## config.mk

```make
export PLATFORM = sky130hd
export DESIGN_NAME = lsu
export DESIGN_NICKNAME = d
export VERILOG_FILES = /design/src/logic/lsu_pkg.sv /design/src/logic/lsu.sv /design/src/logic/lsu_lane_align.sv
export VERILOG_INCLUDE_DIRS = /design/src /design/src/logic
export SDC_FILE = /design/constraint.sdc
export NUM_CORES = 1
export LEC_CHECK = 0
export ABC_CLOCK_PERIOD_IN_PS = 5820
export BUFFER_PORTS_ARGS = -buffer_cell sky130_fd_sc_hd__buf_2
export CAP_MARGIN = 10
export CORE_MARGIN = 4
export CORE_UTILIZATION = 33
export DETAILED_ROUTE_END_ITERATION = 12
export GPL_ROUTABILITY_DRIVEN = 0
export PLACE_DENSITY = 0.65
export RECOVER_POWER = 50
export SYNTH_ARGS = -nofsm -noshare
export SYNTH_HDL_FRONTEND = slang
export SYNTH_HIERARCHICAL = 1
export SYNTH_SLANG_ARGS = --single-unit
```

## constraint.sdc

```tcl
create_clock -name clock -period 5.82 [get_ports clock]
set_input_delay 0.291 -clock clock [delete_from_list [all_inputs] [get_ports clock]]
set_output_delay 0.291 -clock clock [all_outputs]
set_load 0.01 [all_outputs]
```

## src/logic/lsu_defines.svh

```systemverilog
`ifndef LSU_DEFINES_SVH
`define LSU_DEFINES_SVH

// byte address width
`define LSU_ADDR_W    32

`define LSU_DATA_W    32

// one strobe bit per data byte
`define LSU_STRB_W    (`LSU_DATA_W / 8)

// data memory depth in words, wraps on the low address bits
`define LSU_MEM_WORDS 256

`endif

```

## src/logic/lsu_pkg.sv

```systemverilog
`default_nettype none

`include "lsu_defines.svh"

package lsu_pkg;

    typedef enum logic [1:0] {
        OP_NONE  = 2'd0,  // pass-through
        OP_LOAD  = 2'd1,
        OP_STORE = 2'd2
    } lsu_op_e;

    // funct3 access codes
    typedef enum logic [2:0] {
        MW_BYTE   = 3'b000,
        MW_HALF   = 3'b001,
        MW_WORD   = 3'b010,
        MW_BYTE_U = 3'b100,
        MW_HALF_U = 3'b101
    } mem_width_e;

    localparam logic [1:0] AXIL_RESP_OKAY = 2'b00;

    typedef struct packed {
        lsu_op_e                op;
        mem_width_e             width;
        logic [`LSU_DATA_W-1:0] alu_res;    // address or bypass value
        logic [`LSU_DATA_W-1:0] sdata;
        logic [`LSU_ADDR_W-1:0] dnpc;
        logic [4:0]             rd_addr;
        logic                   wb;
        logic [11:0]            csr_addr;
        logic                   csr_we;
        logic [`LSU_DATA_W-1:0] csr_wdata;
    } exu_lsu_t;

    typedef struct packed {
        logic [`LSU_DATA_W-1:0] result;
        logic [`LSU_ADDR_W-1:0] dnpc;
        logic [4:0]             rd_addr;
        logic                   wb;
        logic [11:0]            csr_addr;
        logic                   csr_we;
        logic [`LSU_DATA_W-1:0] csr_wdata;
    } lsu_wbu_t;

    typedef struct packed {
        logic [`LSU_ADDR_W-1:0] addr;
    } axil_aw_t;

    typedef struct packed {
        logic [`LSU_DATA_W-1:0] data;
        logic [`LSU_STRB_W-1:0] strb;
    } axil_w_t;

    typedef struct packed {
        logic [`LSU_ADDR_W-1:0] addr;
    } axil_ar_t;

    typedef struct packed {
        logic [`LSU_DATA_W-1:0] data;
        logic [1:0]             resp;
    } axil_r_t;

    typedef struct packed {
        logic [1:0] resp;
    } axil_b_t;

endpackage

`default_nettype wire

```

## src/logic/lsu.sv

```systemverilog
`default_nettype none
`timescale 1ns/1ps

`include "lsu_defines.svh"

module lsu (
    input  logic               clock,
    input  logic               reset,

    input  logic               exu_valid,
    input  lsu_pkg::exu_lsu_t  exu,
    output logic               exu_ready,

    output logic               wbu_valid,
    output lsu_pkg::lsu_wbu_t  wbu,
    input  logic               wbu_ready,

    output logic               aw_valid,
    output lsu_pkg::axil_aw_t  aw,
    input  logic               aw_ready,

    output logic               w_valid,
    output lsu_pkg::axil_w_t   w,
    input  logic               w_ready,

    input  logic               b_valid,
    input  lsu_pkg::axil_b_t   b,
    output logic               b_ready,

    output logic               ar_valid,
    output lsu_pkg::axil_ar_t  ar,
    input  logic               ar_ready,

    input  logic               r_valid,
    input  lsu_pkg::axil_r_t   r,
    output logic               r_ready
);

    import lsu_pkg::*;

    typedef enum logic [1:0] {
        IDLE,
        ACCESS,
        RESPOND
    } lsu_state_e;

    lsu_state_e             state;
    lsu_state_e             state_next;
    exu_lsu_t               op_q;
    logic [`LSU_DATA_W-1:0] result_q;
    logic [`LSU_DATA_W-1:0] wdata;
    logic [`LSU_STRB_W-1:0] wstrb;
    logic [`LSU_DATA_W-1:0] load_value;
    logic                   accept;
    logic                   r_hs;
    logic                   b_hs;

    assign exu_ready = (state == IDLE);
    assign accept    = exu_valid & exu_ready;
    assign wbu_valid = (state == RESPOND);

    // only the response of the issued access is taken
    assign r_ready = (state == ACCESS) & (op_q.op == OP_LOAD);
    assign b_ready = (state == ACCESS) & (op_q.op == OP_STORE);
    assign r_hs    = r_valid & r_ready;
    assign b_hs    = b_valid & b_ready;  // b.resp ignored, errors not trapped

    always_comb begin
        state_next = state;
        case (state)
            IDLE: begin
                if (accept) begin
                    case (exu.op)
                        OP_LOAD, OP_STORE: state_next = ACCESS;
                        default:           state_next = RESPOND;  // pass-through
                    endcase
                end
            end
            ACCESS: begin
                if (r_hs || b_hs) begin
                    state_next = RESPOND;
                end
            end
            RESPOND: begin
                if (wbu_ready) begin
                    state_next = IDLE;
                end
            end
            default: begin
                state_next = IDLE;
            end
        endcase
    end

    always_ff @(posedge clock) begin
        if (reset) begin
            state    <= IDLE;
            ar_valid <= 1'b0;
            aw_valid <= 1'b0;
            w_valid  <= 1'b0;
        end else begin
            state <= state_next;
            if (accept) begin
                ar_valid <= (exu.op == OP_LOAD);
                aw_valid <= (exu.op == OP_STORE);
                w_valid  <= (exu.op == OP_STORE);
            end else begin
                if (ar_ready) begin
                    ar_valid <= 1'b0;
                end
                if (aw_ready) begin
                    aw_valid <= 1'b0;
                end
                if (w_ready) begin
                    w_valid <= 1'b0;
                end
            end
        end
    end

    // operation and result registers
    always_ff @(posedge clock) begin
        if (accept) begin
            op_q     <= exu;
            result_q <= exu.alu_res;  // kept as is for a pass-through
        end else if (r_hs) begin
            result_q <= load_value;
        end else if (b_hs) begin
            result_q <= '0;
        end
    end

    lsu_lane_align u_lane_align (
        .width      (op_q.width),
        .addr_low   (op_q.alu_res[1:0]),
        .sdata      (op_q.sdata),
        .rdata      (r.data),
        .wdata      (wdata),
        .wstrb      (wstrb),
        .load_value (load_value)
    );

    assign aw = '{addr: op_q.alu_res};
    assign ar = '{addr: op_q.alu_res};
    assign w  = '{data: wdata, strb: wstrb};

    always_comb begin
        wbu.result    = result_q;
        wbu.dnpc      = op_q.dnpc;
        wbu.rd_addr   = op_q.rd_addr;
        wbu.wb        = op_q.wb;
        wbu.csr_addr  = op_q.csr_addr;
        wbu.csr_we    = op_q.csr_we;
        wbu.csr_wdata = op_q.csr_wdata;
    end

endmodule

`default_nettype wire

```

## src/logic/lsu_lane_align.sv

```systemverilog
`default_nettype none
`timescale 1ns/1ps

`include "lsu_defines.svh"

module lsu_lane_align (
    input  lsu_pkg::mem_width_e     width,
    input  logic [1:0]              addr_low,
    input  logic [`LSU_DATA_W-1:0]  sdata,
    input  logic [`LSU_DATA_W-1:0]  rdata,
    output logic [`LSU_DATA_W-1:0]  wdata,
    output logic [`LSU_STRB_W-1:0]  wstrb,
    output logic [`LSU_DATA_W-1:0]  load_value
);

    import lsu_pkg::*;

    logic [`LSU_STRB_W-1:0] strb_base;
    logic [`LSU_DATA_W-1:0] rshift;

    assign wdata = sdata << {addr_low, 3'b000};  // byte lane placement

    always_comb begin
        case (width)
            MW_BYTE: strb_base = 4'b0001;
            MW_HALF: strb_base = 4'b0011;
            MW_WORD: strb_base = 4'b1111;
            default: strb_base = 4'b0000;  // not a store width
        endcase
    end

    assign wstrb = strb_base << addr_low;

    assign rshift = rdata >> {addr_low, 3'b000};  // addressed byte to lane 0

    always_comb begin
        case (width)
            MW_BYTE: begin
                load_value = {{24{rshift[7]}}, rshift[7:0]};
            end
            MW_HALF: begin
                load_value = {{16{rshift[15]}}, rshift[15:0]};
            end
            MW_WORD: begin
                load_value = rshift;
            end
            MW_BYTE_U: begin
                load_value = {24'b0, rshift[7:0]};
            end
            MW_HALF_U: begin
                load_value = {16'b0, rshift[15:0]};
            end
            default: begin
                load_value = '0;
            end
        endcase
    end

endmodule

`default_nettype wire

```

==> results.txt <==
----------------------------------------------------
[Global routing]
  GRT Residual Overflow ... 0
  Total global-route track usage ... 0.158
  Vias in the first global route ... 5843
  Largest net degree at the start of global routing ... 190
  First-pass GRT wire length ... 34.5 mm
  Number of antenna violations at the first check in global routing ... 3

[Timing]
  Number of failing hold endpoints at the final stage ... 0
  Setup repair after global routing missed its margin ... false
  Final clock period utilization by the worst path ... 0.476
  Worst-case hold slack ... 0.0312 ns
  Final setup violating endpoints ... 0
  Final Skew ... 0.0117 ns
  Pins over their slew limit ... 0
  Pin slew with the least headroom to its limit ... 0.996 ns
  Final critical delay including setup and external delays ... 2.77 ns
  Setup TNS ... 0 ns
  Maximum clock frequency ... 0.361 GHz
  Worst-case headroom to the max-slew limit ... 0.336

[Finish]
  Share of layout cells above drive strength 1 ... 0.337
  Final std cells w/o fill ... 1225
  Synth-to-layout area growth ... 18.2%
  Nets ... 1075

[Critical path]
  Reg-to-reg setup timing slack ... 3.19 ns
  Type of destination of the critical path ... output pin
  Crit start category ... flop
  Ordered list of cells on the worst path ... buf_4 -> nor2b_2 -> nand2_1 -> o21ai_0 -> buf_2
  Worst Path Max Fanout ... 66
  Required time of the critical path ... 5.53 ns
  Highest cell delay on the worst timing path ... 0.82 ns
  Crit path max-delay cell type ... nor2b_2
  Critical Setup Path Class ... flop to output pin
  Endpoint arrival time on the critical path ... 2.48 ns

[CTS]
  Number of buffers added for setup after CTS ... 0
  # clock sinks ... 189
  Later-pin clock latency in the skew report ... 0.43 ns
  Gates resized, CTS repair ... 0
  Maximum buffer depth of the clock tree ... 2
  CTS tree ... done
  CTS buffer count ... 17
  Number of levels in the clock H-tree ... 4
  Clk Tree Root Cell ... clkbuf_16
  Register clock-pin slew on the reported worst setup and hold paths ... 0.08 ns

[Synth]
  Post-synth EDFFs ... 184
  Cell types occupying the most area after synthesis ... edfxtp_1 (63%), buf_4 (13%), a22o_1 (3.2%)
  Syn nets ... 813
  Sequential area share after synthesis ... 0.642
  Seq cells post-synth ... 189
  Fraction of registers with async set/reset ... 0
  Distinct cell type count after synthesis ... 45
  Cell Area, Synth ... 0.00876 mm²
  Top cells by count, synth ... edfxtp_1 (184), buf_4 (152), a22o_1 (32)
  Yosys warning total ... 6
  Most common cell in the netlist ... edfxtp_1
  Number of standard cells after synthesis ... 614
  Per-instance average area after synthesis ... 14.3 µm²
  Top flip-flop cell by instance count after synthesis ... edfxtp_1
  Top-area cell type share of the netlist area ... 0.631
  Synth area leader ... edfxtp_1

[Detailed routing]
  Post-DRT Antenna Nets ... 0
  Number of remaining DRC errors ... 0
  Iteration-0 DRC count of the detailed router ... 311
  Vias per Instance ... 4.64
  DR pass1 iterations ... 5
  Total wire length after detailed routing ... 24.4 mm
  Via total after detailed routing ... 5690
  Average wire per standard cell ... 20.0 µm

[Floorplanning]
  Area of the core ... 0.0261 mm²
  Initial core utilization ... 0.336
  Die Width ... 171 µm
  Die outline height ... 171 µm
  I/O pin count ... 419
  Placement Rows ... 59
  Die Footprint ... 0.0292 mm²

[Placement]
  Detailed placer's ending HPWL ... 17.9 mm
  Dpl cells ... 1189
  Number of buffers inserted by port buffering ... 414

[Pwr]
  IR drop worst, VDD ... 0.166 mV
  Power Dens Cells ... 328 mW/mm²
  Leak pwr ... 3.99 nW

[Hold path]
  Min-delay worst type ... primary input to flop

[Run status]
  Result of the run ... finished, final reports clean

[Flow run]
  Max Cap Violations ... 0

----------------------------------------------------
layer usage:
metal  up-vias  GRT usage  wire (µm)  part of all wire
li1       2656          -          -                 -
met1      2712      0.176       8950              0.37
met2       295      0.284      12600              0.52
met3        23     0.0550       2490              0.10
met4         4     0.0479        349             0.014
met5         -          0         26            0.0011
report_power, final:
group,internal (mW),switching [mW],total [mW]
clock,0.583,0.586,1.17
combinational,0.190,0.337,0.527
sequential,1.65,0.0475,1.70
kinds of logic (layout without fill, tap and decap cells):
group | Yosys count | count (layout) | share of synthesized area
flip-flops | 189 | 189 | 0.642
buffers and inverters | 187 | 462 | 0.159
AO/OA/AOI/OAI | 111 | 111 | 0.0929
AND/OR/NAND/NOR | 85 | 85 | 0.0527
multiplexers | 40 | 40 | 0.0497
adder cells (fa/ha/maj) | 2 | 2 | 0.00286
other | 0 | 1 | 0
area by class of cell:
class                   instances  area, µm²
fillers                      2572      15700
flip-flops and latches        189       5630
repair buffers                421       1930
multi-input cells             238       1740
clock buffers                  18        429
well taps                     335        419
clock inverters                14        173
inverters                       9       33.8
diodes                          1       2.50
per-stage QoR:
step	total power [mW]	instance area (µm²)	setup WS, ns	utilization
after floorplan	2.12	8760	3.56	-
after global placement	2.29	9940	3.21	0.381
after detailed placement	2.30	9940	3.17	0.381
after CTS	3.49	10500	2.99	0.404
after global routing	3.57	10300	2.87	0.397
final	3.40	10400	3.05	0.397
placed cells by master (no fill, tap or decap), types with 2 or more instances in the layout:
cell	synthesis	final
nor3_1	3	3
mux2i_1	24	24
nor2b_1	9	8
ha_1	2	2
a22oi_1	6	6
a22o_1	32	32
a211oi_1	17	17
nand2_1	20	20
buf_2	6	239
inv_1	9	9
clkinv_4	0	2
mux2_2	14	14
clkbuf_1	5	176
and2_1	8	8
inv_8	0	2
clkinv_8	0	6
nand3_1	9	9
o21ai_0	16	16
edfxtp_1	184	184
dlygate4sd3_1	0	3
dfxtp_1	5	5
buf_4	152	3
nand3b_1	2	2
clkbuf_16	0	17
o211ai_1	17	17
a21oi_1	15	15
inv_6	0	4
or3b_1	2	2
nor2_1	22	22
sequential cells by signal (all words and copies together) (netlist names):
register  cells
ar           32
ar_valid      1
aw_valid      1
op_q         37
result_q     32
state         2
w_valid       1
wbu          83
worst paths after layout:
check / start / cells past startpoint / endpoint
worst max-delay path: ar[0] / 5 / w[20]
worst min-delay path: exu[73] / 1 / wbu[73]
worst max register to register: ar[0] / 5 / result_q[31]
worst min register to register: w_valid / 2 / w_valid
critical path: cells and delay by family (launching register included):
kind	cells	cell delay, ns
AND/OR/NAND/NOR	2	0.92
buffers and inverters	2	0.59
flip-flops	1	0.40
AO/OA/AOI/OAI	1	0.13
what timing repair did:
action	4_1_cts	5_1_grt
hold buffers	0	3
endpoints found under the setup margin	0	0
hold endpoints to repair	0	3
Note: power is estimated with default switching activity, not from simulation.
